<file path="src/design/ddc_macros.svh">
/* DDC constants
   Settings and readback addresses, datapath widths and limits */
`ifndef DDC_MACROS_SVH
`define DDC_MACROS_SVH

// Settings bus addresses, user register space
`define SR_FREQ_ADDR      8'd132
`define SR_SCALE_IQ_ADDR  8'd133
`define SR_DECIM_ADDR     8'd134
`define SR_MUX_ADDR       8'd135

// Readback addresses
`define RB_COMPAT_NUM     8'd0
`define RB_CIC_ORDER      8'd1
`define RB_CIC_MAX_DECIM  8'd2

// Major in the upper word, minor in the lower word
`define COMPAT_NUM        64'h0000_0001_0000_0000
`define RB_DEFAULT        64'h0BAD_C0DE_0BAD_C0DE

`define CIC_MAX_DECIM     255
`define CIC_ORDER         2

`define SAMPLE_W          16
`define PHASE_W           32
`define NCO_AMP           16384

`endif
</file>
<file path="src/design/ddc_settings.sv">
/* DDC settings registers
   Decodes settings bus writes, makes the clear pulse and serves readback */
`timescale 1ns/10ps
`include "ddc_macros.svh"

module ddc_settings (
  input  logic        ce_clk,
  input  logic        i_rst_n,
  input  logic        i_set_stb,
  input  logic [7:0]  i_set_addr,
  input  logic [31:0] i_set_data,
  input  logic [7:0]  i_rb_addr,
  output logic [63:0] o_rb_data,
  output logic [31:0] o_freq,
  output logic [15:0] o_scale,
  output logic [7:0]  o_decim,
  output logic [1:0]  o_mux,
  output logic        o_clear
);

  always_ff @(posedge ce_clk) begin
    if (!i_rst_n) begin
      o_freq  <= '0;
      // Unity gain, 1.0 in Q2.14
      o_scale <= 16'd16384;
      o_decim <= 8'd1;
      o_mux   <= '0;
    end else if (i_set_stb) begin
      case (i_set_addr)
        `SR_FREQ_ADDR:     o_freq  <= i_set_data;
        `SR_SCALE_IQ_ADDR: o_scale <= i_set_data[15:0];
        // A rate of zero means no decimation
        `SR_DECIM_ADDR:    o_decim <= (i_set_data[7:0] == 8'd0) ? 8'd1 : i_set_data[7:0];
        `SR_MUX_ADDR:      o_mux   <= i_set_data[1:0];
        default: ;
      endcase
    end
  end

  // New frequency or rate restarts NCO phase and CIC state
  always_ff @(posedge ce_clk) begin
    if (!i_rst_n) begin
      o_clear <= 1'b0;
    end else begin
      o_clear <= i_set_stb &&
                 ((i_set_addr == `SR_FREQ_ADDR) || (i_set_addr == `SR_DECIM_ADDR));
    end
  end

  always_comb begin
    case (i_rb_addr)
      `RB_COMPAT_NUM:    o_rb_data = `COMPAT_NUM;
      `RB_CIC_ORDER:     o_rb_data = 64'(`CIC_ORDER);
      `RB_CIC_MAX_DECIM: o_rb_data = 64'(`CIC_MAX_DECIM);
      default:           o_rb_data = `RB_DEFAULT;
    endcase
  end

  // CIC rate counter relies on a nonzero rate at all times
  a_decim_nonzero: assert property (
    @(posedge ce_clk) disable iff (!i_rst_n) o_decim != 8'd0);

endmodule

</file>
<file path="config.mk">
export PLATFORM = sky130hd
export DESIGN_NAME = ddc_settings
export DESIGN_NICKNAME = d
export VERILOG_FILES = /design/src/design/ddc_settings.sv
export VERILOG_INCLUDE_DIRS = /design/src /design/src/design
export SDC_FILE = /design/constraint.sdc
export NUM_CORES = 1
export LEC_CHECK = 0
export BUFFER_PORTS_ARGS = -buffer_cell sky130_fd_sc_hd__buf_2
export CAP_MARGIN = 10
export CORE_UTILIZATION = 30
export CTS_BUF_LIST = sky130_fd_sc_hd__clkbuf_4
export DETAILED_ROUTE_END_ITERATION = 6
export PLACE_DENSITY = 0.56
export SLEW_MARGIN = 20
export SYNTH_ARGS = -nofsm -noshare
export SYNTH_HDL_FRONTEND = slang
export SYNTH_SLANG_ARGS = --single-unit
</file>
<file path="constraint.sdc">
create_clock -name ce_clk -period 3.2 [get_ports ce_clk]
set_clock_uncertainty 0.2 [all_clocks]
set_input_delay 0.16 -clock ce_clk [delete_from_list [all_inputs] [get_ports ce_clk]]
set_output_delay 0.16 -clock ce_clk [all_outputs]
set_load 0.02 [all_outputs]
</file>
==> results.toml <==
[drt]
ant_nets = 0
drtIter0Drc = 54
wire_per_inst_um = 11.2
first_pass_iters = 5
drt_wl_total_um = 6490
via_count = 2452
vias_per_cell = 4.24
drcViolationCount = 0

[pwr]
powerDensity_mw_per_mm2 = 379
p_total_mw = 1.47
intPower_mw = 1.12
p_sw_frac = 0.239
clkPwrFrac = 0.397
leakagePower_nw = 1.97
switchingPower_mw = 0.353
p_comb_frac = 0.104
seq_power_share = 0.498
ir_worst_vdd_mv = 0.170

[timing]
worstMarginPinSlew_ps = 779
drv_slew = 0
hold_viol = 0
slew_headroom = 0.481
finalCritPeriodShare = 0.828
rsz0062_at_grt = "false"
fin_crit_ps = 2650
tns_ps = 0
max_freq_mhz = 377
setup_viol = 0

[floorplanning]
rows = 35
core_mm2 = 0.00920
start_util = 0.307
fp.dieW_um = 99.0
dieArea_mm2 = 0.00981
num_io_pins = 174
dieHeight_um = 99.0

[final_layout]
fill_cells = 910
multi_input_area_mm2 = 0.00121
nNetsFinal = 514
finalCoreUtilization = 0.423
diodes = 0
area.sequential_mm2 = 0.00118
area_growth_pct = 37.7
drive_gt1_frac = 0.358

[critical_path]
critical-path-top-delay-family = "buffers and inverters"
cp.required_ps = 3340
critPathBufInv = 3
path_class = "in -> reg"
cpPeakStageDelay_ps = 570
worstPathArrival_ps = 2790
crit_top_cell = "dlygate4sd3_1"
crit_path_end_kind = "flip-flop"
critPathLaunchType = "input port"
cp_slowest_cell = "dlygate4sd3_1"
path_max_fanout = 11
crit_chain = "dlygate4sd3_1 > buf_2 > or4b_4 > nor3_4 > mux2i_1 > dlygate4sd3_1"

[logic_synthesis]
synthesis.area_mm2 = 0.00283
synth_top_flop_cell = "dfxtp_1"
avgSynthCellArea_um2 = 9.26
netlist_instances = 305
synth_seq_cells = 59
synth_cell_types = 29
synth_edf_count = 0
synth-seq-area-share = 0.418
yosys_warnings = 0
async_reset_ff_frac = 0

[min_path]
hold_path_class = "in -> reg"

[global_route]
antenna_found_initial = 0
grt_pass1_vias = 2238
grt_max_degree = 49
grt_overflow_total = 0
grt_pass1_wl_um = 10300
grtUsageTotal = 0.136

[cts]
cts_num_sinks = 59
cts_resized = 0
post-cts-setup-buffers = 0
cts-root-buf = "clkbuf_4"
cts_hold_buf = 45
cts_tree = "built"
worstSkewPairLatency_ps = 390
cts_max_level = 3
cts.clk_slew.worst_paths_ps = 100
cts_buffer_depth = 2
cts_buffers = 9

[placement]
place_congestion = 0.702
dpl.hpwl_um = 4470
numPortBuffers = 144

[status]
outcome = "finished clean"

[job]
drv_cap = 0
-- placed cells by master (no fill, tap or decap), types with 2 or more instances in the layout --
master	synthesis	final
buf_2	0	144
nand2_1	89	89
dfxtp_1	59	59
mux2i_1	57	57
dlygate4sd3_1	0	45
conb_1	1	29
clkbuf_4	0	10
nor4_1	3	3
nor3_1	2	2
and4bb_2	2	2
nand3_1	2	2
bufinv_16	0	2
buf_4	59	2
-- layer usage --
metal / vias to the layer above / GRT usage / routed length [µm]
li1: 1225 / - / -
met5: - / 0 / 0
met3: 13 / 0.0688 / 531
met2: 102 / 0.229 / 3130
met1: 1112 / 0.145 / 2720
met4: 0 / 0.0505 / 106
-- tightest hold or removal path, stage by stage --
cell,delay (ps)
buf_2,100
or4b_4,140
nor3_4,90
mux2i_1,130
-- kinds of logic (layout without fill, tap and decap cells) --
family,count (synthesis),after routing,synth area share
buffers and inverters,74,208,0.191
flip-flops,59,59,0.418
AND/OR/NAND/NOR,109,109,0.175
multiplexers,57,57,0.202
other,1,29,0.00133
AO/OA/AOI/OAI,5,5,0.0124
-- final cells by class --
type                       instances  share of cell area
clock buffer                      10              0.0193
clock inverter                     5              0.0199
inverter                           1            0.000965
multi-input combinational        200               0.311
sequential                        59               0.304
tap                              111              0.0357
timing repair buffer             192               0.310
-- power groups by stage --
| stage | clock network, mW | registers [mW] | logic [mW] |
|---|---|---|---|
| finish | 0.586 | 0.735 | 0.154 |
| global route | 0.654 | 0.736 | 0.169 |
| CTS | 0.619 | 0.735 | 0.153 |
| detailed placement | 0 | 0.752 | 0.119 |
| global placement | 0 | 0.752 | 0.118 |
| floorplan | 0 | 0.753 | 0.102 |
-- through the flow --
stage	instances	area [µm²]	setup slack, ps	hold slack [ps]
2_1_floorplan	333	2930	1450	102
3_3_place_gp	518	3290	969	214
3_5_place_dp	518	3290	906	217
4_1_cts	578	3890	620	13.6
5_1_grt	578	3890	509	19.6
6_report	578	3890	549	58.6
-- registers in the layout, summed over array words and instances (netlist names) --
name and count:
o_clear 1, o_decim 8, o_freq 32, o_mux 2, o_scale 16
-- worst paths after layout --
kind,startpoint,endpoint,slack [ps],cells after the start
max,i_set_addr[1],o_freq[25]$_SDFFE_PN0P_,550,6
min,i_set_addr[3],o_freq[15]$_SDFFE_PN0P_,60,4
max reg2reg,o_freq[23]$_SDFFE_PN0P_,o_freq[23]$_SDFFE_PN0P_,1830,3
min reg2reg,o_freq[16]$_SDFFE_PN0P_,o_freq[16]$_SDFFE_PN0P_,260,2
-- synth_stat cells (all sizes together), types with 2 or more instances --
cell type | instances | area share
nor4 | 3 | 0.0066
nand3 | 3 | 0.0071
clkbuf | 10 | 0.013
and4bb | 2 | 0.0089
mux2i | 57 | 0.20
nor3 | 3 | 0.0093
dfxtp | 59 | 0.42
nand2 | 89 | 0.12
buf | 63 | 0.18
No activity file was read; power rests on OpenSTA's default activity.
