File: config.mk
export PLATFORM = sky130hd
export DESIGN_NAME = ddc_mixer
export DESIGN_NICKNAME = d
export VERILOG_FILES = /design/src/design/ddc_pkg.sv /design/src/design/ddc_mixer.sv
export VERILOG_INCLUDE_DIRS = /design/src /design/src/design
export SDC_FILE = /design/constraint.sdc
export NUM_CORES = 2
export LEC_CHECK = 0
export ABC_CLOCK_PERIOD_IN_PS = 6750
export BUFFER_PORTS_ARGS = -buffer_cell sky130_fd_sc_hd__buf_2
export CAP_MARGIN = 20
export CORE_UTILIZATION = 33
export CTS_BUF_LIST = sky130_fd_sc_hd__clkbuf_8 sky130_fd_sc_hd__clkbuf_16
export DETAILED_ROUTE_END_ITERATION = 6
export GPL_TIMING_DRIVEN = 0
export HOLD_SLACK_MARGIN = 0.12
export SLEW_MARGIN = 10
export SYNTH_ARGS = -nofsm -noshare
export SYNTH_HDL_FRONTEND = slang
export SYNTH_SLANG_ARGS = --single-unit
File: constraint.sdc
create_clock -name ce_clk -period 6.75 [get_ports ce_clk]
set_clock_uncertainty 0.2 [all_clocks]
set_input_delay 0.3375 -clock ce_clk [delete_from_list [all_inputs] [get_ports ce_clk]]
set_output_delay 0.3375 -clock ce_clk [all_outputs]
set_load 0.01 [all_outputs]
File: src/design/ddc_macros.svh
/* DDC constants
   Settings and readback addresses, datapath widths and limits */
`ifndef DDC_MACROS_SVH
`define DDC_MACROS_SVH

// Settings bus addresses, user register space
`define SR_FREQ_ADDR      8'd132
`define SR_SCALE_IQ_ADDR  8'd133
`define SR_DECIM_ADDR     8'd134
`define SR_MUX_ADDR       8'd135

// Readback addresses
`define RB_COMPAT_NUM     8'd0
`define RB_CIC_ORDER      8'd1
`define RB_CIC_MAX_DECIM  8'd2

// Major in the upper word, minor in the lower word
`define COMPAT_NUM        64'h0000_0001_0000_0000
`define RB_DEFAULT        64'h0BAD_C0DE_0BAD_C0DE

`define CIC_MAX_DECIM     255
`define CIC_ORDER         2

`define SAMPLE_W          16
`define PHASE_W           32
`define NCO_AMP           16384

`endif
File: src/design/ddc_pkg.sv
/* Sample types shared by the down-converter datapath
   One complex sample is a 32-bit word or an I/Q pair */
`include "ddc_macros.svh"

package ddc_pkg;

  // Complex sample, I in the upper half
  typedef struct packed {
    logic signed [`SAMPLE_W-1:0] i;
    logic signed [`SAMPLE_W-1:0] q;
  } ddc_iq_t;

  // Same 32 bits seen as a raw bus word or as I/Q
  typedef union packed {
    logic [2*`SAMPLE_W-1:0] word;
    ddc_iq_t                iq;
  } ddc_sample_t;

endpackage

File: src/design/ddc_mixer.sv
/* Input I/Q mux and complex rotation
   Mixes the sample down by the NCO angle with floor shift and saturation */
`timescale 1ns/10ps
`include "ddc_macros.svh"

module ddc_mixer (
  input  logic                        ce_clk,
  input  logic                        i_rst_n,
  input  logic                        i_clear,
  input  logic                        i_stb,
  input  ddc_pkg::ddc_sample_t        i_data,
  input  logic [1:0]                  i_mux,
  input  logic signed [`SAMPLE_W-1:0] i_cos,
  input  logic signed [`SAMPLE_W-1:0] i_sin,
  output logic                        o_stb,
  output ddc_pkg::ddc_sample_t        o_data
);

  ddc_pkg::ddc_sample_t muxed;
  ddc_pkg::ddc_sample_t held;
  logic signed [31:0]   p_ic, p_qs, p_qc, p_is;
  logic signed [17:0]   t_ic, t_qs, t_qc, t_is;
  logic signed [18:0]   sum_i, sum_q;
  logic                 stb_p;

  function automatic logic signed [`SAMPLE_W-1:0] sat16(input logic signed [18:0] v);
    if (v > 19'sd32767)
      return 16'sh7fff;
    else if (v < -19'sd32768)
      return 16'sh8000;
    else
      return v[15:0];
  endfunction

  // Swap first, then optionally drop Q
  always_comb begin
    muxed = i_data;
    if (i_mux[0]) begin
      muxed.iq.i = i_data.iq.q;
      muxed.iq.q = i_data.iq.i;
    end
    if (i_mux[1])
      muxed.iq.q = '0;
  end

  // NCO output lags the input by one cycle
  always_ff @(posedge ce_clk) begin
    held <= muxed;
  end

  assign p_ic = held.iq.i * i_cos;
  assign p_qs = held.iq.q * i_sin;
  assign p_qc = held.iq.q * i_cos;
  assign p_is = held.iq.i * i_sin;

  // Upper bits are the product shifted right by 14, floor
  always_ff @(posedge ce_clk) begin
    if (i_stb) begin
      t_ic <= p_ic[31:14];
      t_qs <= p_qs[31:14];
      t_qc <= p_qc[31:14];
      t_is <= p_is[31:14];
    end
  end

  assign sum_i = t_ic + t_qs;
  assign sum_q = t_qc - t_is;

  always_ff @(posedge ce_clk) begin
    if (stb_p) begin
      o_data.iq.i <= sat16(sum_i);
      o_data.iq.q <= sat16(sum_q);
    end
  end

  always_ff @(posedge ce_clk) begin
    if (!i_rst_n || i_clear) begin
      stb_p <= 1'b0;
      o_stb <= 1'b0;
    end else begin
      stb_p <= i_stb;
      o_stb <= stb_p;
    end
  end

  a_stb_latency: assert property (
    @(posedge ce_clk) disable iff (!i_rst_n || i_clear) i_stb |-> ##2 o_stb);

endmodule

==> qor.txt <==
Synth Warn #: 0
RR Startpoint: held[31]
Clk buf depth: 2
Initial DRC count: 2,258
Starting Density: 33.3%
RSZ-0062 raised after global routing: true
Asr flop ratio synth: 0%
Hold WC Path Type: in -> reg
Worst Min Path Start: i_mux[0]
Outcome: finished with violations
CTS buffer count: 17
Via-to-Cell Ratio: 4.92
Max Cap Violations: 0
Share of cells above drive strength 1: 8.83%
Main synth FF type: edfxtp_1
Post-synth top cells: 1,187 x inv_1, 1,046 x fa_1, 520 x nand2_1
Failing checks: DRC
Area leader, netlist: fa_1
Worst slew pin tran: 1190 ps
Startpoint Class: input pin
CP Class: in -> reg
CP Cell Sequence: buf_2, clkbuf_1, nand2_1, fa_1, fa_1, inv_1, fa_1, fa_1, fa_1, inv_1, fa_1, inv_1, ha_2, a211oi_4, buf_2, o2111ai_1, a21oi_4, nor2_2, o311ai_2, a32oi_2, xor2_2
Synth unique cells: 88
Element type at the critical path end: flip-flop
Num Clock Sinks: 138
Fmax: 151 MHz
CTS tree: yes
Worst-path maximum fanout: 10
Buffers plus inverters on the worst setup path: 6
# nets final: 6,347
1st-pass router iterations: 7
Core footprint: 134,000 sq um
Global-route usage over all layers: 22.5%
Final ANT Viol Nets: 0
CP Data Required Time: 6840 ps
# rows: 134
Die Wd: 370 um
Die Height: 370 um
Syn avg cell area: 9.53 sq um
CP delay by family, top: adder cells
Initial antenna violation count: 27
Syn Nets: 6,144
Die area: 137,000 sq um
Ratio of final minimum period to clock period: 98.2%
Slew Limit Headroom: 19.8%
Most numerous cell on the critical path: fa_1
Dominant cell by count in the synthesized netlist: inv_1
Post-Syn Instances: 4,676
Post-Syn Area: 44,600 sq um
Routed WL: 149 mm
CTS Root Buffer Type: clkbuf_16
FILL cells: 13,500
Max Slew Vio Count: 0
Routed vias: 32,800
Final Wtd Congestion: 0.998
Dpl ws: -1870 ps
Worst path max stage delay: 700 ps
Vias in the first global route: 36,200
Reg2Reg Setup Slack: 150 ps
First-pass GRT wire length: 224 mm
Clock Latency Late Sink: 500 ps
Synth top area share: 47.0%
#FFs+latches synth: 138
I/O pins: 103
Final setup vio count: 0
DP HPWL: 124 mm
Clock transition at the registers of the reported paths: 80 ps
Final WS setup: 123 ps
Largest net degree at the start of global routing: 65
Min cycle time layout: 6630 ps
Critical-path top delay cell: clkbuf_1
Fin. Hold Viols: 0
Residual DRC: 8
CTS HTree Levels: 4
Area grow syn2layout: 11.7%
WL per Instance: 22.3 um
Seq/Total Area, Yosys: 8.53%
Remaining Overflow, GRT: 0
Worst Path Arrival: 6720 ps
Synth area leaders: fa_1 47%, inv_1 10%, ha_1 9.9%
Port Buf Inserts: 100
Post-synth EDFFs: 104
CP startpoint: i_sin[13]
==> sequential cells by signal, summed over array words and instances, names as in the netlist <==
register / count
o_data: 32
t_qs: 18
t_qc: 18
o_stb: 1
held: 32
stb_p: 1
t_ic: 18
t_is: 18
==> per-stage QoR <==
| step | area (sq um) | utilization, % | TNS [ps] | cells | hold WS (ps) |
|---|---|---|---|---|---|
| after floorplan | 44600 | - | 0 | 4676 | 250 |
| after global placement | 47300 | 35.3 | -70780 | 6544 | 377 |
| after detailed placement | 47400 | 35.4 | -67050 | 6549 | 381 |
| after CTS | 49300 | 36.8 | -94.7 | 6649 | 272 |
| after global routing | 49800 | 37.2 | -149 | 6659 | 339 |
| final | 49800 | 37.2 | 0 | 6667 | 318 |
==> worst paths after layout <==
check | to | depth (start not counted)
hold / removal | held[8] | 4
setup reg to reg | t_is[16] | 20
hold reg to reg | o_data[31] | 0
setup / recovery | t_is[13] | 21
==> metal layers <==
metal	vias to the layer above	wire (um)	global-route usage (%)
met5	-	92	0
met1	17000	57800	27.3
met2	1209	69600	37.3
met3	382	11800	5.00
met4	14	9420	12.2
li1	14200	-	-
==> cell families after synthesis <==
kind of cell	count (synthesis)	share of synthesized area, %
flops	138	8.53
fa+ha+maj	1398	56.9
xor+xnor	131	2.57
simple gates	1259	14.1
buf+inv	1395	11.9
mux	34	0.808
compound gates	321	5.26
==> final cells by class <==
class	instances	area [sq um]	area share [%]
antenna	8	20.0	0.0402
buffer	205	1400	2.81
clock buffer	17	425	0.854
clock inverter	14	160	0.321
inverter	1188	4460	8.95
multi-input combinational	3143	35900	72.1
sequential	138	3860	7.75
tap	1768	2210	4.44
timing repair buffer	186	1360	2.72
==> worst min-delay path, stage by stage <==
cell and delay (ps):
clkbuf_1 140, clkbuf_1 260, mux2i_1 170, nor2_1 70
==> cell usage in the layout (no fill, tap or decap), drive strengths merged, types with 20 or more instances in the layout <==
master,count
a21oi,90
and2,489
dfxtp,34
nand2,521
nor3,20
xnor2,96
nor2,118
nand2b,29
buf,175
nand3,21
fa,1046
a21o,36
ha,352
edfxtp,104
clkbuf,173
dlygate4sd3,60
inv,1195
xor2,35
o21ai,64
==> timing repair <==
item,in CTS,in global routing
buffers inserted,9,12
endpoints found under the setup margin,72,53
cloned,0,0
resized for setup,247,191
endpoints found under the hold margin,42,0
pin swaps,10,15
hold buffers,60,0
Power is not shown: default switching activity piles up to over one toggle a cycle in this logic, so the estimate is an artifact.
