$ cat src/design/ddc_macros.svh
/* DDC constants
   Settings and readback addresses, datapath widths and limits */
`ifndef DDC_MACROS_SVH
`define DDC_MACROS_SVH

// Settings bus addresses, user register space
`define SR_FREQ_ADDR      8'd132
`define SR_SCALE_IQ_ADDR  8'd133
`define SR_DECIM_ADDR     8'd134
`define SR_MUX_ADDR       8'd135

// Readback addresses
`define RB_COMPAT_NUM     8'd0
`define RB_CIC_ORDER      8'd1
`define RB_CIC_MAX_DECIM  8'd2

// Major in the upper word, minor in the lower word
`define COMPAT_NUM        64'h0000_0001_0000_0000
`define RB_DEFAULT        64'h0BAD_C0DE_0BAD_C0DE

`define CIC_MAX_DECIM     255
`define CIC_ORDER         2

`define SAMPLE_W          16
`define PHASE_W           32
`define NCO_AMP           16384

`endif
$ cat src/design/ddc_nco.sv
/* Numerically controlled oscillator
   Phase accumulator with a folded quarter-wave sine/cosine table */
`timescale 1ns/10ps
`include "ddc_macros.svh"

module ddc_nco (
  input  logic                        ce_clk,
  input  logic                        i_rst_n,
  input  logic                        i_clear,
  input  logic                        i_stb,
  input  logic [`PHASE_W-1:0]         i_freq,
  output logic                        o_stb,
  output logic signed [`SAMPLE_W-1:0] o_cos,
  output logic signed [`SAMPLE_W-1:0] o_sin
);

  localparam logic signed [`SAMPLE_W-1:0] AMP = `NCO_AMP;

  logic [`PHASE_W-1:0]         phase;
  logic [1:0]                  quad;
  logic [3:0]                  idx;
  logic signed [`SAMPLE_W-1:0] t_near;
  logic signed [`SAMPLE_W-1:0] t_far;

  // sin(2*pi*k/64) scaled to the peak, k = 0..16
  function automatic logic signed [`SAMPLE_W-1:0] quarter_sin(input logic [4:0] k);
    case (k)
      5'd0:    return 16'sd0;
      5'd1:    return 16'sd1606;
      5'd2:    return 16'sd3196;
      5'd3:    return 16'sd4756;
      5'd4:    return 16'sd6270;
      5'd5:    return 16'sd7723;
      5'd6:    return 16'sd9102;
      5'd7:    return 16'sd10394;
      5'd8:    return 16'sd11585;
      5'd9:    return 16'sd12665;
      5'd10:   return 16'sd13623;
      5'd11:   return 16'sd14449;
      5'd12:   return 16'sd15137;
      5'd13:   return 16'sd15679;
      5'd14:   return 16'sd16069;
      5'd15:   return 16'sd16305;
      default: return AMP;
    endcase
  endfunction

  // Top two bits pick the quadrant, next four the table entry
  assign quad   = phase[`PHASE_W-1 -: 2];
  assign idx    = phase[`PHASE_W-3 -: 4];
  assign t_near = quarter_sin({1'b0, idx});
  assign t_far  = quarter_sin(5'd16 - {1'b0, idx});

  always_ff @(posedge ce_clk) begin
    if (!i_rst_n || i_clear) begin
      phase <= '0;
      o_stb <= 1'b0;
    end else begin
      o_stb <= i_stb;
      if (i_stb)
        phase <= phase + i_freq;
    end
  end

  // Uses the phase before this strobe's increment
  always_ff @(posedge ce_clk) begin
    if (i_stb) begin
      case (quad)
        2'd0: begin
          o_cos <= t_far;
          o_sin <= t_near;
        end
        2'd1: begin
          o_cos <= -t_near;
          o_sin <= t_far;
        end
        2'd2: begin
          o_cos <= -t_far;
          o_sin <= -t_near;
        end
        default: begin
          o_cos <= t_near;
          o_sin <= -t_far;
        end
      endcase
    end
  end

endmodule

$ cat config.mk
export PLATFORM = sky130hd
export DESIGN_NAME = ddc_nco
export DESIGN_NICKNAME = d
export VERILOG_FILES = /design/src/design/ddc_nco.sv
export VERILOG_INCLUDE_DIRS = /design/src /design/src/design
export SDC_FILE = /design/constraint.sdc
export NUM_CORES = 1
export LEC_CHECK = 0
export BUFFER_PORTS_ARGS = -buffer_cell sky130_fd_sc_hd__buf_2
export CAP_MARGIN = 20
export CELL_PAD_IN_SITES_DETAIL_PLACEMENT = 2
export CELL_PAD_IN_SITES_GLOBAL_PLACEMENT = 2
export CORE_ASPECT_RATIO = 1.4
export CORE_MARGIN = 1.5
export CORE_UTILIZATION = 37
export CTS_BUF_LIST = sky130_fd_sc_hd__clkbuf_8
export DETAILED_ROUTE_END_ITERATION = 6
export PLACE_DENSITY = 0.86
export SLEW_MARGIN = 20
export SYNTH_ARGS = -nofsm -noshare
export SYNTH_HDL_FRONTEND = slang
export SYNTH_SLANG_ARGS = --single-unit
$ cat constraint.sdc
create_clock -name ce_clk -period 4.6 [get_ports ce_clk]
set_input_delay 0.46 -clock ce_clk [delete_from_list [all_inputs] [get_ports ce_clk]]
set_output_delay 0.46 -clock ce_clk [all_outputs]
set_load 0.005 [all_outputs]
==> out/metrics.yaml <==
outcome:
  status: "finished clean"
logic_synthesis:
  yosysWarnings: 0
  synth_edf_count: 32
  ys.flop_type: "dfxtp_1"
  yosysSeqAreaShare_pct: 30.2
  async_reset_ff_share_pct: 0
  syn_inst: 758
  synth_nets: 842
  ys_top_cells_by_area: "edfxtp_1, dfxtp_1, ha_1"
  ys_seq_elements: 79
  syn-cell-area_mm2: 0.00630
  synth_cell_types: 78
  synth_top_cell_by_area: "edfxtp_1"
  synth_top_area_share_pct: 15.3
  synth_area_per_cell_um2: 8.31
  synth.most_common_cell: "nor2_1"
  synthTopCellsByCount: "nor2_1, nand2_1, a21oi_1"
cts:
  ctsLongestPathBuffers: 2
  clk_pin_slew_ns: 0.10
  hold_buffers: 0
  cts_root_buf: "clkbuf_8"
  clock_latency_ns: 0.38
  cts_setup_buffers: 0
  htree_levels: 3
  cts_tree: "yes"
  cts_buffers: 9
  numClockSinks: 79
  post_cts_resized: 0
timing:
  max_slew_margin_pct: 34.1
  fin_crit_sh_pct: 87.4
  fmax_ghz: 0.249
  final-hold-violation-count: 0
  fin_skew_ns: 0.0157
  tns_ns: 0
  rsz0062_at_grt: "no"
  worstMarginPinSlew_ns: 0.988
  fin_crit_ns: 4.02
  setup_viol_count_final: 0
  finalMaxSlewViolations: 0
  fin_ws_ns: 0.578
floorplanning:
  dieArea_mm2: 0.0178
  fp.dieW_um: 113
  rows: 56
  io_pins: 69
  start_util_pct: 37.6
  die_h_um: 157
  design.core.area_mm2: 0.0167
pwr:
  combPwrFrac_pct: 33.6
  swShare_pct: 36.9
  leakage_nw: 2.94
  ir_drop_uv: 184
  intPower_w: 0.00137
  p_seq_share_pct: 39.0
  power_frac_clock_pct: 27.4
  switchingPower_w: 0.000798
  pwr_density_cell_mw_per_mm2: 311
detailed_routing:
  firstDrtPassIters: 4
  route.detailed.drc: 0
  wl_um: 20700
  drt-initial-drc-count: 241
  routed_via_density: 5.91
  vias: 6007
  ant_nets: 0
  wl_per_cell_um: 20.3
worst_setup_path:
  worstReg2RegEnd: "o_cos[12]"
  critPathCapture: "o_cos[12]"
  worstSetupEndpointType: "flop"
  critPathMaxFanout: 10
  required_ns: 4.72
  r2r-start: "phase[26]"
  worstPathArrival_ns: 4.14
  crit_type: "reg2reg"
  cp-startpoint: "phase[26]"
  cp-start-kind: "flop"
  r2r_slack_ns: 0.58
  r2r_cells: 13
place:
  gp_congestion: 0.870
  dp_slack_ns: 0.564
  hpwl_um: 16200
  io_buffers: 68
flow_run:
  drv_cap: 0
cells_and_area:
  final_layout_size_suffix_gt1_share_pct: 15.6
  area_delta_synth_final_pct: 10.6
  fillCellCount: 1911
  fin_nets: 893
  antennaDiodeCount: 0
grt:
  grt_pass1_vias: 6701
  grt_pass1_wl_um: 33500
  grt_usage_pct: 23.7
  grt_max_degree: 61
  grt-ovfl-total: 0
  antenna_found_initial: 0
hold_path:
  hold_class: "in2reg"
## layout make-up
cell class                      instances  area, um2  area share, %
Timing Repair Buffer                   84        460           6.61
Clock buffer                           10        138           1.98
Tap cell                              203        254           3.65
Multi-Input combinational cell        603       4020           57.6
Sequential cell                        79       1900           27.3
Inverter                               32        120           1.72
Clock inverter                          6       76.3           1.10
## how the worst min path moves through the flow
stage | slack (ns) | start | to | depth (start not counted)
finish | 0.45 | i_freq[0] | phase[0] | 4
CTS | 0.44 | i_freq[0] | phase[0] | 4
floorplan | 0.46 | phase[17] | phase[17] | 2
global route | 0.49 | i_freq[0] | phase[0] | 4
global placement | 0.47 | phase[25] | phase[25] | 2
detailed placement | 0.49 | phase[25] | phase[25] | 2
## kinds of logic after synthesis
kind of cell	synth area share, %
adder cells (fa/ha/maj)	9.65
AO/OA/AOI/OAI	22.9
XOR/XNOR	5.98
multiplexers	5.42
flip-flops	30.2
buffers and inverters	6.08
AND/OR/NAND/NOR	19.8
## layer usage
layer	share of wire (%)	GRT usage [%]	vias to the layer above
met5	0	0	-
met4	4.6	11.5	0
met3	2.5	3.23	50
met2	55	47.0	117
met1	38	23.9	2983
li1	-	-	2857
## cells in the final DEF, fill, tap and decap left out, types with 23 or more instances in the layout
cell type / count
a21oi_1: 64
edfxtp_1: 32
dfxtp_1: 46
xnor2_1: 29
ha_1: 47
nand2_1: 67
buf_2: 68
o21ai_0: 47
nor2_1: 83
mux2i_1: 24
inv_1: 30
nand3_1: 23
## flip-flops by register name, summed over array words and instances (netlist names)
signal  cells
o_stb       1
t_near     14
phase      32
o_cos      16
o_sin      16
## metrics by stage
step | hold slack (ns) | total power (W) | util, % | instance area (um2) | cells
after floorplan | 0.457 | 0.00136 | - | 6300 | 758
after global placement | 0.469 | 0.00153 | 40.3 | 6750 | 1001
after detailed placement | 0.488 | 0.00158 | 40.3 | 6750 | 1001
after CTS | 0.435 | 0.00218 | 41.6 | 6970 | 1017
after global routing | 0.493 | 0.00228 | 41.6 | 6970 | 1017
final | 0.445 | 0.00216 | 41.6 | 6970 | 1017
## power groups by stage
stage          Combinational (W)  Clock, W  Sequential, W
2_1_floorplan           0.000512         0       0.000852
3_3_place_gp            0.000675         0       0.000854
3_5_place_dp            0.000722         0       0.000861
4_1_cts                 0.000730  0.000608       0.000845
5_1_grt                 0.000802  0.000628       0.000851
6_report                0.000727  0.000594       0.000843
## worst max-delay path: stages (launching register included)
cell,delay (ns)
dfxtp_1,0.34
inv_1,0.10
ha_1,0.22
buf_4,0.17
ha_1,0.42
clkinv_1,0.29
a211o_1,0.37
a21oi_2,0.19
o221ai_2,0.16
or4b_4,0.60
or3b_1,0.50
a21oi_2,0.23
o21a_1,0.13
a21oi_1,0.04
Power figures use the tool's default switching activity.
