File: config.mk
export PLATFORM = sky130hd
export DESIGN_NAME = ddc_iq_scale
export DESIGN_NICKNAME = d
export VERILOG_FILES = /design/src/design/ddc_pkg.sv /design/src/design/ddc_iq_scale.sv
export VERILOG_INCLUDE_DIRS = /design/src /design/src/design
export SDC_FILE = /design/constraint.sdc
export NUM_CORES = 2
export LEC_CHECK = 0
export ABC_CLOCK_PERIOD_IN_PS = 9590
export BUFFER_PORTS_ARGS = -buffer_cell sky130_fd_sc_hd__buf_2
export CORE_ASPECT_RATIO = 2
export CORE_MARGIN = 1
export CORE_UTILIZATION = 24
export CTS_CLUSTER_DIAMETER = 60
export DETAILED_ROUTE_END_ITERATION = 10
export GPL_TIMING_DRIVEN = 1
export PLACE_DENSITY_LB_ADDON = 0.1
export SETUP_SLACK_MARGIN = 0.05
export SLEW_MARGIN = 5
export SYNTH_ARGS = -nofsm -noshare
export SYNTH_HDL_FRONTEND = slang
export SYNTH_SLANG_ARGS = --single-unit
export TNS_END_PERCENT = 5
File: constraint.sdc
create_clock -name ce_clk -period 9.59 [get_ports ce_clk]
set_input_delay 1.918 -clock ce_clk [delete_from_list [all_inputs] [get_ports ce_clk]]
set_output_delay 1.918 -clock ce_clk [all_outputs]
set_load 0.02 [all_outputs]
File: src/design/ddc_macros.svh
/* DDC constants
   Settings and readback addresses, datapath widths and limits */
`ifndef DDC_MACROS_SVH
`define DDC_MACROS_SVH

// Settings bus addresses, user register space
`define SR_FREQ_ADDR      8'd132
`define SR_SCALE_IQ_ADDR  8'd133
`define SR_DECIM_ADDR     8'd134
`define SR_MUX_ADDR       8'd135

// Readback addresses
`define RB_COMPAT_NUM     8'd0
`define RB_CIC_ORDER      8'd1
`define RB_CIC_MAX_DECIM  8'd2

// Major in the upper word, minor in the lower word
`define COMPAT_NUM        64'h0000_0001_0000_0000
`define RB_DEFAULT        64'h0BAD_C0DE_0BAD_C0DE

`define CIC_MAX_DECIM     255
`define CIC_ORDER         2

`define SAMPLE_W          16
`define PHASE_W           32
`define NCO_AMP           16384

`endif
File: src/design/ddc_pkg.sv
/* Sample types shared by the down-converter datapath
   One complex sample is a 32-bit word or an I/Q pair */
`include "ddc_macros.svh"

package ddc_pkg;

  // Complex sample, I in the upper half
  typedef struct packed {
    logic signed [`SAMPLE_W-1:0] i;
    logic signed [`SAMPLE_W-1:0] q;
  } ddc_iq_t;

  // Same 32 bits seen as a raw bus word or as I/Q
  typedef union packed {
    logic [2*`SAMPLE_W-1:0] word;
    ddc_iq_t                iq;
  } ddc_sample_t;

endpackage

File: src/design/ddc_iq_scale.sv
/* Output gain stage
   Multiplies by the Q2.14 gain, shifts and saturates to 16 bits */
`timescale 1ns/10ps
`include "ddc_macros.svh"

module ddc_iq_scale (
  input  logic                 ce_clk,
  input  logic                 i_rst_n,
  input  logic                 i_clear,
  input  logic                 i_stb,
  input  logic signed [31:0]   i_i,
  input  logic signed [31:0]   i_q,
  input  logic [15:0]          i_scale,
  output logic                 o_stb,
  output ddc_pkg::ddc_sample_t o_data
);

  logic signed [16:0] gain;
  logic signed [48:0] prod_i, prod_q;

  function automatic logic signed [`SAMPLE_W-1:0] sat16(input logic signed [34:0] v);
    if (v > 35'sd32767)
      return 16'sh7fff;
    else if (v < -35'sd32768)
      return 16'sh8000;
    else
      return v[15:0];
  endfunction

  // Gain is unsigned, keep it positive in signed math
  assign gain   = {1'b0, i_scale};
  assign prod_i = i_i * gain;
  assign prod_q = i_q * gain;

  always_ff @(posedge ce_clk) begin
    if (i_stb) begin
      o_data.iq.i <= sat16(prod_i[48:14]);
      o_data.iq.q <= sat16(prod_q[48:14]);
    end
  end

  always_ff @(posedge ce_clk) begin
    if (!i_rst_n || i_clear)
      o_stb <= 1'b0;
    else
      o_stb <= i_stb;
  end

endmodule

==> reports/summary.md <==
The mean post-synth cell area was 8.85 um^2. The synthesized netlist occupies a cell area of 37,700 um^2. The first global-routing pass estimated 207,000 um of wire. The wire-length estimate of the detail-placed layout is 118,000 um.

Relative to the synthesized area, the layout overhead comes to 12.7%. In the final routed layout, each cell accounts on average for 20.8 um. The floorplan step set the die height to 562 um. The number of vias per cell came out at 4.31. During synthesis, Yosys emitted a total of 0 warnings. The count of placed standard cells in the final layout, fillers left out was 6,510.

The run gives 0 as the reported max-cap violation count. Setup violations remaining at the end of the flow were counted as 0. The count of standard-cell rows was 205.

The layout has 17,143 filler cells. Among cell families on the critical path, the largest total delay comes from adder cells. The number of pins exceeding their max-slew limit in the final report is 0, and the cell total after placement is 6,495. Worst hold margin: 1.76 ns. Cells fill 27.2% of the core in the end.

Clock transition at the register clock pins on the worst setup and hold paths after CTS: 0.06 ns. The net count of the finished layout is 5,720. The slowest stage of the critical path belongs to the cell sky130_fd_sc_hd__fa_1.

The number of port buffers came out at 116. Global routing finished with a remaining overflow of 0. In the synthesized netlist the async set-or-reset flop fraction comes to 0%. The initial antenna violation count was 14. The H-tree was split into 2 levels.

For the number of iterations in the first detailed-routing pass, the log shows 5. Summed over its instances, the top area cell type makes up 51.8% of the synthesized netlist area. Root buffer cell: sky130_fd_sc_hd__clkbuf_16.

The share of the Yosys chip area taken by registers is 2.60%. Setup repair after global routing left no endpoint under its margin. The tools report the nature of the critical path startpoint as an input pin. In this run the worst path has a maximum fanout of 27. The floorplan step defined a die boundary enclosing 159,000 um^2. The count of nets left with antenna violations once routing finished came out at 0. After synthesis the netlist holds a flip-flop and latch count of 33.

On the worst path, the slowest cell contributes a delay of 0.53 ns. The flow ran to the end, and the final reports show no timing, DRC or antenna violations. The number of different library cells used by synthesis comes to 90. The congestion estimate from routability-driven global placement came to 0.809. The logs give 9.18 ns for the data arrival time of the worst path and 5,546 for the net count after synthesis. The tools report the count of final hold-check violations as 0. Wires add up to 135,000 um. Setup total negative slack on the finished layout was measured at 0 ns. The maximum number of pins on one net before global-route repair is 42.

The critical path is of the input pin to flip-flop type. For this configuration, the core starts out at a cell density of 24.2%. After the first detailed-routing iteration, the DRC count stood at 1,121.

The global router's overall resource usage came out at 17.7%. The library cell used most frequently in the layout, excluding fill and tap cells, is sky130_fd_sc_hd__inv_1. The via count of the first global-routing pass was 33,203. Among all flip-flop cells after synthesis, the most frequent one is sky130_fd_sc_hd__edfxtp_1. In the synthesized netlist, the number of instances is 4,258. For the total of hold buffers inserted after clock tree synthesis, the log shows 0. STA classifies the critical path endpoint as a flip-flop. Derived from the worst setup path, the maximum achievable clock frequency is 109 MHz. The clock drives 33 sinks. The share of post-route cells with drive strength above 1 was 9.93%. Ranked by total cell area, the synthesized netlist is headed by sky130_fd_sc_hd__fa_1 (52%), sky130_fd_sc_hd__inv_1 (11%), sky130_fd_sc_hd__ha_1 (7.6%), sky130_fd_sc_hd__and2_1 (7.0%), sky130_fd_sc_hd__nand2_1 (6.8%). The via count came out at 28,041. TritonCTS created 5 clock buffers. Count of flip-flops with a built-in enable after synthesis: 32. The area of the core is 156,000 um^2, and the worst-case clock buffer depth is 2.

The final critical path takes up 95.4% of the cycle. From left edge to right edge, the die measures 282 um. Subtracting the final worst setup slack from the clock period gives 9.14 ns. Summed over all instances, the cell type with the most area after synthesis is sky130_fd_sc_hd__fa_1.

After detailed routing, the number of remaining DRC violations is 0. In this run the worst hold path is classified as input pin to flip-flop. The number of buffer and inverter instances along the worst setup path was 13; the relative slew slack was 35.0%.

At the pin with the least slew margin, the transition time is 0.976 ns. For the worst setup path, the data required time is 9.63 ns. For the top-level I/O count, the log shows 117. TritonCTS built the clock tree. The library cells used most frequently in the layout, excluding fill and tap cells, are sky130_fd_sc_hd__inv_1 (1,113), sky130_fd_sc_hd__fa_1 (974), sky130_fd_sc_hd__nand2_1 (684).
cells in the mapped netlist (6+ instances only):
cell type	number
sky130_fd_sc_hd__fa_1	974
sky130_fd_sc_hd__nand4_1	23
sky130_fd_sc_hd__nor2_1	52
sky130_fd_sc_hd__o21bai_1	12
sky130_fd_sc_hd__nor2b_1	7
sky130_fd_sc_hd__and4_1	7
sky130_fd_sc_hd__and2_1	419
sky130_fd_sc_hd__o21a_1	9
sky130_fd_sc_hd__and3_1	18
sky130_fd_sc_hd__buf_2	18
sky130_fd_sc_hd__inv_1	1113
sky130_fd_sc_hd__nor3_1	14
sky130_fd_sc_hd__xnor2_1	54
sky130_fd_sc_hd__a21o_1	28
sky130_fd_sc_hd__nand2_1	684
sky130_fd_sc_hd__ha_1	230
sky130_fd_sc_hd__o2111ai_1	6
sky130_fd_sc_hd__o21ai_1	7
sky130_fd_sc_hd__a211oi_1	12
sky130_fd_sc_hd__a21oi_2	16
sky130_fd_sc_hd__a21oi_1	94
sky130_fd_sc_hd__nor4_1	13
sky130_fd_sc_hd__a31oi_1	15
sky130_fd_sc_hd__nand3_1	23
sky130_fd_sc_hd__edfxtp_1	32
sky130_fd_sc_hd__o21ai_0	59
sky130_fd_sc_hd__xor2_1	23
sky130_fd_sc_hd__clkbuf_1	186
sky130_fd_sc_hd__o211ai_1	6
layer usage:
| metal | share of wire [%] | global-route usage (%) | vias up |
|---|---|---|---|
| li1 | - | - | 12755 |
| met1 | 35 | 17.8 | 14808 |
| met2 | 61 | 38.0 | 340 |
| met3 | 1.6 | 1.04 | 126 |
| met4 | 2.3 | 3.51 | 12 |
| met5 | 0.056 | 0 | - |
path summary, 6_finish.rpt:
kind	depth (start not counted)	slack, ns	start	endpoint
worst min-delay path	2	1.76	i_clear	o_stb
worst max-delay path	32	0.45	i_scale[5]	o_data[0]
state kept, by name, indices dropped and copies added (netlist names):
signal  count
o_stb       1
o_data     32
per-stage QoR:
stage / setup WS [ns] / instance area (um^2)
floorplan: 0.691 / 37700
global placement: 0.0194 / 42300
detailed placement: -0.00115 / 42300
CTS: 0.328 / 42400
global route: 0.0787 / 42500
finish: 0.446 / 42500
layout make-up:
cell class / instances / area [um^2] / area share, %
diodes: 7 / 17.5 / 0.0412
clock buffers: 6 / 129 / 0.303
clock inverters: 2 / 10.0 / 0.0236
inverters: 1114 / 4180 / 9.85
multi-input cells: 2903 / 31700 / 74.6
flip-flops and latches: 33 / 981 / 2.31
well taps: 2070 / 2590 / 6.10
repair buffers: 375 / 2870 / 6.75
kinds of logic after synthesis:
group | synth area share [%]
AND/OR/NAND/NOR | 16.6
adder cells (fa/ha/maj) | 59.4
AO/OA/AOI/OAI | 6.09
XOR/XNOR | 1.88
buffers and inverters | 13.3
multiplexers | 0.136
flip-flops | 2.60
repair_timing:
action,4_1_cts,5_1_grt
buffers inserted,0,0
endpoints found under the hold margin,0,0
endpoints found under the setup margin,0,6
gates resized for setup,0,2
Power is not shown: default switching activity piles up to over one toggle a cycle in this logic, so the estimate is an artifact.
