## src/design/ddc_macros.svh

```systemverilog
/* DDC constants
   Settings and readback addresses, datapath widths and limits */
`ifndef DDC_MACROS_SVH
`define DDC_MACROS_SVH

// Settings bus addresses, user register space
`define SR_FREQ_ADDR      8'd132
`define SR_SCALE_IQ_ADDR  8'd133
`define SR_DECIM_ADDR     8'd134
`define SR_MUX_ADDR       8'd135

// Readback addresses
`define RB_COMPAT_NUM     8'd0
`define RB_CIC_ORDER      8'd1
`define RB_CIC_MAX_DECIM  8'd2

// Major in the upper word, minor in the lower word
`define COMPAT_NUM        64'h0000_0001_0000_0000
`define RB_DEFAULT        64'h0BAD_C0DE_0BAD_C0DE

`define CIC_MAX_DECIM     255
`define CIC_ORDER         2

`define SAMPLE_W          16
`define PHASE_W           32
`define NCO_AMP           16384

`endif
```

## src/design/ddc_pkg.sv

```systemverilog
/* Sample types shared by the down-converter datapath
   One complex sample is a 32-bit word or an I/Q pair */
`include "ddc_macros.svh"

package ddc_pkg;

  // Complex sample, I in the upper half
  typedef struct packed {
    logic signed [`SAMPLE_W-1:0] i;
    logic signed [`SAMPLE_W-1:0] q;
  } ddc_iq_t;

  // Same 32 bits seen as a raw bus word or as I/Q
  typedef union packed {
    logic [2*`SAMPLE_W-1:0] word;
    ddc_iq_t                iq;
  } ddc_sample_t;

endpackage

```

## src/design/ddc_cic_decim.sv

```systemverilog
/* Second-order CIC decimator
   Integrates every input and combs on every decim-th one */
`timescale 1ns/10ps
`include "ddc_macros.svh"

module ddc_cic_decim (
  input  logic                 ce_clk,
  input  logic                 i_rst_n,
  input  logic                 i_clear,
  input  logic                 i_stb,
  input  ddc_pkg::ddc_sample_t i_data,
  input  logic [7:0]           i_decim,
  output logic                 o_stb,
  output logic signed [31:0]   o_i,
  output logic signed [31:0]   o_q
);

  localparam int ACC_W = 32;
  localparam int EXT_W = ACC_W - `SAMPLE_W;

  // Index 0 carries I, index 1 carries Q
  logic signed [ACC_W-1:0] x         [2];
  logic signed [ACC_W-1:0] integ1    [2];
  logic signed [ACC_W-1:0] integ2    [2];
  logic signed [ACC_W-1:0] integ1_nx [2];
  logic signed [ACC_W-1:0] integ2_nx [2];
  logic signed [ACC_W-1:0] dly1      [2];
  logic signed [ACC_W-1:0] dly2      [2];
  logic signed [ACC_W-1:0] comb1     [2];
  logic signed [ACC_W-1:0] comb2     [2];
  logic [7:0]              rate_cnt;
  logic                    last;

  assign x[0] = {{EXT_W{i_data.iq.i[`SAMPLE_W-1]}}, i_data.iq.i};
  assign x[1] = {{EXT_W{i_data.iq.q[`SAMPLE_W-1]}}, i_data.iq.q};

  // Full width wraps harmlessly, gain is decim squared
  always_comb begin
    for (int c = 0; c < 2; c++) begin
      integ1_nx[c] = integ1[c] + x[c];
      integ2_nx[c] = integ2[c] + integ1_nx[c];
      comb1[c]     = integ2_nx[c] - dly1[c];
      comb2[c]     = comb1[c] - dly2[c];
    end
  end

  assign last = (rate_cnt >= i_decim - 8'd1);

  //////////////////////////////////////////////////////////////////////
  // Integrators, comb delays and rate counter
  //////////////////////////////////////////////////////////////////////
  always_ff @(posedge ce_clk) begin
    if (!i_rst_n || i_clear) begin
      rate_cnt <= '0;
      o_stb    <= 1'b0;
      for (int c = 0; c < 2; c++) begin
        integ1[c] <= '0;
        integ2[c] <= '0;
        dly1[c]   <= '0;
        dly2[c]   <= '0;
      end
    end else begin
      o_stb <= i_stb && last;
      if (i_stb) begin
        rate_cnt <= last ? 8'd0 : rate_cnt + 8'd1;
        for (int c = 0; c < 2; c++) begin
          integ1[c] <= integ1_nx[c];
          integ2[c] <= integ2_nx[c];
          if (last) begin
            dly1[c] <= integ2_nx[c];
            dly2[c] <= comb1[c];
          end
        end
      end
    end
  end

  // Decimated output
  always_ff @(posedge ce_clk) begin
    if (i_stb && last) begin
      o_i <= comb2[0];
      o_q <= comb2[1];
    end
  end

  a_out_follows_in: assert property (
    @(posedge ce_clk) disable iff (!i_rst_n) o_stb |-> $past(i_stb));

endmodule

```

## config.mk

```make
export PLATFORM = sky130hd
export DESIGN_NAME = ddc_cic_decim
export DESIGN_NICKNAME = d
export VERILOG_FILES = /design/src/design/ddc_pkg.sv /design/src/design/ddc_cic_decim.sv
export VERILOG_INCLUDE_DIRS = /design/src /design/src/design
export SDC_FILE = /design/constraint.sdc
export NUM_CORES = 1
export LEC_CHECK = 0
export BUFFER_PORTS_ARGS = -buffer_cell sky130_fd_sc_hd__buf_2
export CAP_MARGIN = 20
export CORE_MARGIN = 1.5
export CORE_UTILIZATION = 55
export CTS_CLUSTER_DIAMETER = 50
export CTS_CLUSTER_SIZE = 16
export DETAILED_ROUTE_END_ITERATION = 8
export GPL_TIMING_DRIVEN = 0
export PLACE_DENSITY = 0.72
export SYNTH_ARGS = -nofsm -noshare
export SYNTH_HDL_FRONTEND = slang
export SYNTH_SLANG_ARGS = --single-unit
```

## constraint.sdc

```tcl
create_clock -name ce_clk -period 8.9 [get_ports ce_clk]
set_input_delay 0.445 -clock ce_clk [delete_from_list [all_inputs] [get_ports ce_clk]]
set_output_delay 0.445 -clock ce_clk [all_outputs]
set_load 0.02 [all_outputs]
```

==> impl_metrics.tcl <==
set metrics [dict create \
    final_cell_mix "320 x edfxtp_1, 266 x inv_1, 261 x ha_1" \
    cts_tree "built" \
    startpoint_type "register" \
    internal_power_mw 5.84 \
    start_util 0.562 \
    cts_buffer_depth 3 \
    gr-total-overflow 0 \
    clk_latency_ps 580 \
    hold_buffers 0 \
    numCtsBuffers 44 \
    coreArea_um2 43400 \
    slew_violations 0 \
    cp_max_fo 5 \
    cts-root-buf "clkbuf_16" \
    ys_seq_area_frac 0.402 \
    synth_compound_area_frac 0.180 \
    clock_sinks 329 \
    rows 76 \
    synth_top_family_by_area "compound AO/OA/AOI/OAI gates" \
    final_common_cell "edfxtp_1" \
    p_comb_frac 0.613 \
    hold-worst-slack_ps 362 \
    drive_gt1_frac 0.100 \
    async_flop_share 0 \
    grtUsageMet1 0.265 \
    pre_cts_ws_ps 30.4 \
    yosys_warnings 0 \
    synth_cell_type_count 94 \
    place.gp.congestion 0.917 \
    r2r_cells 38 \
    avgSynthCellArea_um2 9.71 \
    synth-edff-count 320 \
    fin_crit_ps 8510 \
    io_pins 109 \
    powerDensity_nw_per_um2 367 \
    use_met3 0.0324 \
    ctsHtreeMaxLevel 2 \
    finClkSkew_ps 16.2 \
    fin_crit_sh 0.956 \
    final_nets 2986 \
    tightest_slew_ps 960 \
    netlist_instances 2511 \
    synth_mux_area_frac 0.00169 \
    relSlewSlack 0.360 \
    route.detailed.drc 0 \
    slowest_delay_ps 400 \
    cp_slowest_cell "fa_1" \
    grt-busiest-layer "met2" \
    n_fill_cell 3522 \
    synth-seq-cells 329 \
    wirelength_mm 52.3 \
    wl_per_cell_um 15.9 \
    diodes 0 \
    max_freq_mhz 118 \
    area.growth.synth_to_final_pct 12.7 \
    critPathKind "reg2reg" \
    numPortBuffers 107 \
    drt_iter0_markers 1129 \
    grt_pass1_vias 18200 \
    grt_usage 0.234 \
    netSwitchingFraction 0.421 \
    yosys.area_share.simple 0.146 \
    setup_slack_ps 393 \
    grt_max_degree 85 \
    hold_path.class "in2reg" \
    pwr-share-seq 0.207 \
    place_hpwl_mm 39.8 \
    p_clk_frac 0.181 \
    p_leak_nw 12.2 \
    setup_viol 0 \
    finalHoldViolCount 0 \
    path_clk_slew_ps 60 \
    worst_setup_path_end_kind "register" \
    grt_pass1_wl_mm 85.5 \
    fp.dieW_um 214 \
    required_ps 9210 \
    antenna_found_initial 0 \
    synth_fp_nets 2824 \
    ant_nets 0 \
    die_h_um 214 \
    firstDrtPassIters 5 \
    switchingPower_mw 4.25 \
    cp.arrival_ps 8810 \
    synthAdderAreaFrac 0.141 \
    power.total_mw 10.1 \
    synthFlopType "edfxtp_1" \
    met2_usage 0.442 \
    synth-xor-area-share 0.0830 \
    path_common_cell "ha_1" \
    maxCapViolations 0 \
    min_path_cells 3 \
    die_area_um2 45600 \
    dr_total_vias 18300 \
    outcome "finished clean" \
    viasPerCell 5.56 \
    synth_area_um2 24400 \
    ir_drop_mv 0.201 \
]
[power groups by stage]
stage	Clock (mW)	Sequential (mW)	Combinational, mW
floorplan	0	2.13	4.78
global placement	0	2.13	5.78
detailed placement	0	2.12	5.99
CTS	1.86	2.09	6.02
global route	1.92	2.10	6.89
finish	1.82	2.09	6.18
[metrics by stage]
stage	util	cells	cell area [um^2]	TNS, ps
finish	0.634	3292	27500	0
global route	0.634	3292	27500	-167
CTS	0.630	3290	27300	0
detailed placement	0.595	3210	25800	0
global placement	0.591	3203	25600	-267660
floorplan	-	2511	24400	0
[final cells by class]
| cell class | instances | area (um^2) | share of cell area |
|---|---|---|---|
| timing repair buffer | 118 | 716 | 0.0260 |
| multi-input combinational | 1877 | 13600 | 0.495 |
| inverter | 268 | 1010 | 0.0368 |
| clock buffer | 48 | 1150 | 0.0417 |
| tap | 585 | 732 | 0.0266 |
| buffer | 35 | 138 | 0.00501 |
| clock inverter | 32 | 353 | 0.0128 |
| sequential | 329 | 9790 | 0.356 |
[cell usage after synthesis, drive strengths merged, types with 4 or more instances]
library cell    n  area (um^2)
edfxtp        320         9610
inv           268         1010
ha            261         3270
nor2          254          953
a21oi         211         1070
xnor2         149         1310
and2          126          790
a21o          117          885
o21ai         104          528
nand2         103          387
xor2           76          666
nand3          46          230
o21bai         43          323
nand2b         35          219
o21a           34          258
nor3           33          165
clkbuf         31          116
nor2b          30          188
and3           28          176
a31oi          20          131
nand4          19          119
a211oi         17          128
o211ai         16          125
a21boi         13         97.6
o31ai          10         75.1
dfxtp           9          180
fa              8          160
nor3b           8         60.1
or2             7         43.8
a31o            6         52.6
buf             6         28.8
a2111oi         5         50.0
a221o           5         51.3
a41oi           5         43.8
nand3b          5         37.5
or3             5         31.3
a2111o          4         45.0
a211o           4         35.0
a311oi          4         41.3
and4            4         36.3
nor4            4         25.0
o2111ai         4         35.0
o31a            4         35.0
o41ai           4         68.8
[logic make-up (layout without fill, tap and decap cells)]
| kind of cell | Yosys count | in the layout |
|---|---|---|
| muxes | 4 | 4 |
| and+or+nand+nor | 717 | 717 |
| xor gates and xnor gates | 227 | 227 |
| AOI/OAI and AO/OA | 660 | 660 |
| buffers and inverters | 305 | 501 |
| adders and majority gates | 269 | 269 |
| DFF | 329 | 329 |
[worst paths after layout]
| check | from | endpoint | slack [ps] |
|---|---|---|---|
| max | integ1[0][32]$_SDFFCE_PN0P_ | o_q[30]$_DFFE_PP_ | 390 |
| min | i_data[0] | integ1[0][32]$_SDFFCE_PN0P_ | 360 |
| max reg2reg | integ1[0][32]$_SDFFCE_PN0P_ | o_q[30]$_DFFE_PP_ | 390 |
| min reg2reg | rate_cnt[7]$_SDFFE_PP0P_ | rate_cnt[7]$_SDFFE_PP0P_ | 540 |
[routing by layer]
metal / share of wire / vias up
li1: - / 9330
met1: 0.42 / 8545
met2: 0.52 / 321
met3: 0.034 / 114
met4: 0.033 / 0
met5: 0 / -
[worst max-delay path, delay by kind of cell (launching register included)]
family,cells,cell delay (ps)
AO/OA/AOI/OAI,19,4270
XOR/XNOR,3,610
buffers and inverters,2,130
adder cells (fa/ha/maj),5,1610
flip-flops,1,330
AND/OR/NAND/NOR,8,1070
multiplexers,1,230
[flip-flops by register name, indices dropped and copies added (netlist names)]
| name | flops |
|---|---|
| o_stb | 1 |
| dly2 | 64 |
| integ1 | 64 |
| rate_cnt | 8 |
| dly1 | 64 |
| integ2 | 64 |
| o_q | 32 |
| o_i | 32 |
[what timing repair did]
item,CTS,global route
buffers inserted,0,4
resized for setup,0,25
endpoints found under the setup margin,0,11
endpoints found under the hold margin,0,0
Power figures use the tool's default switching activity.
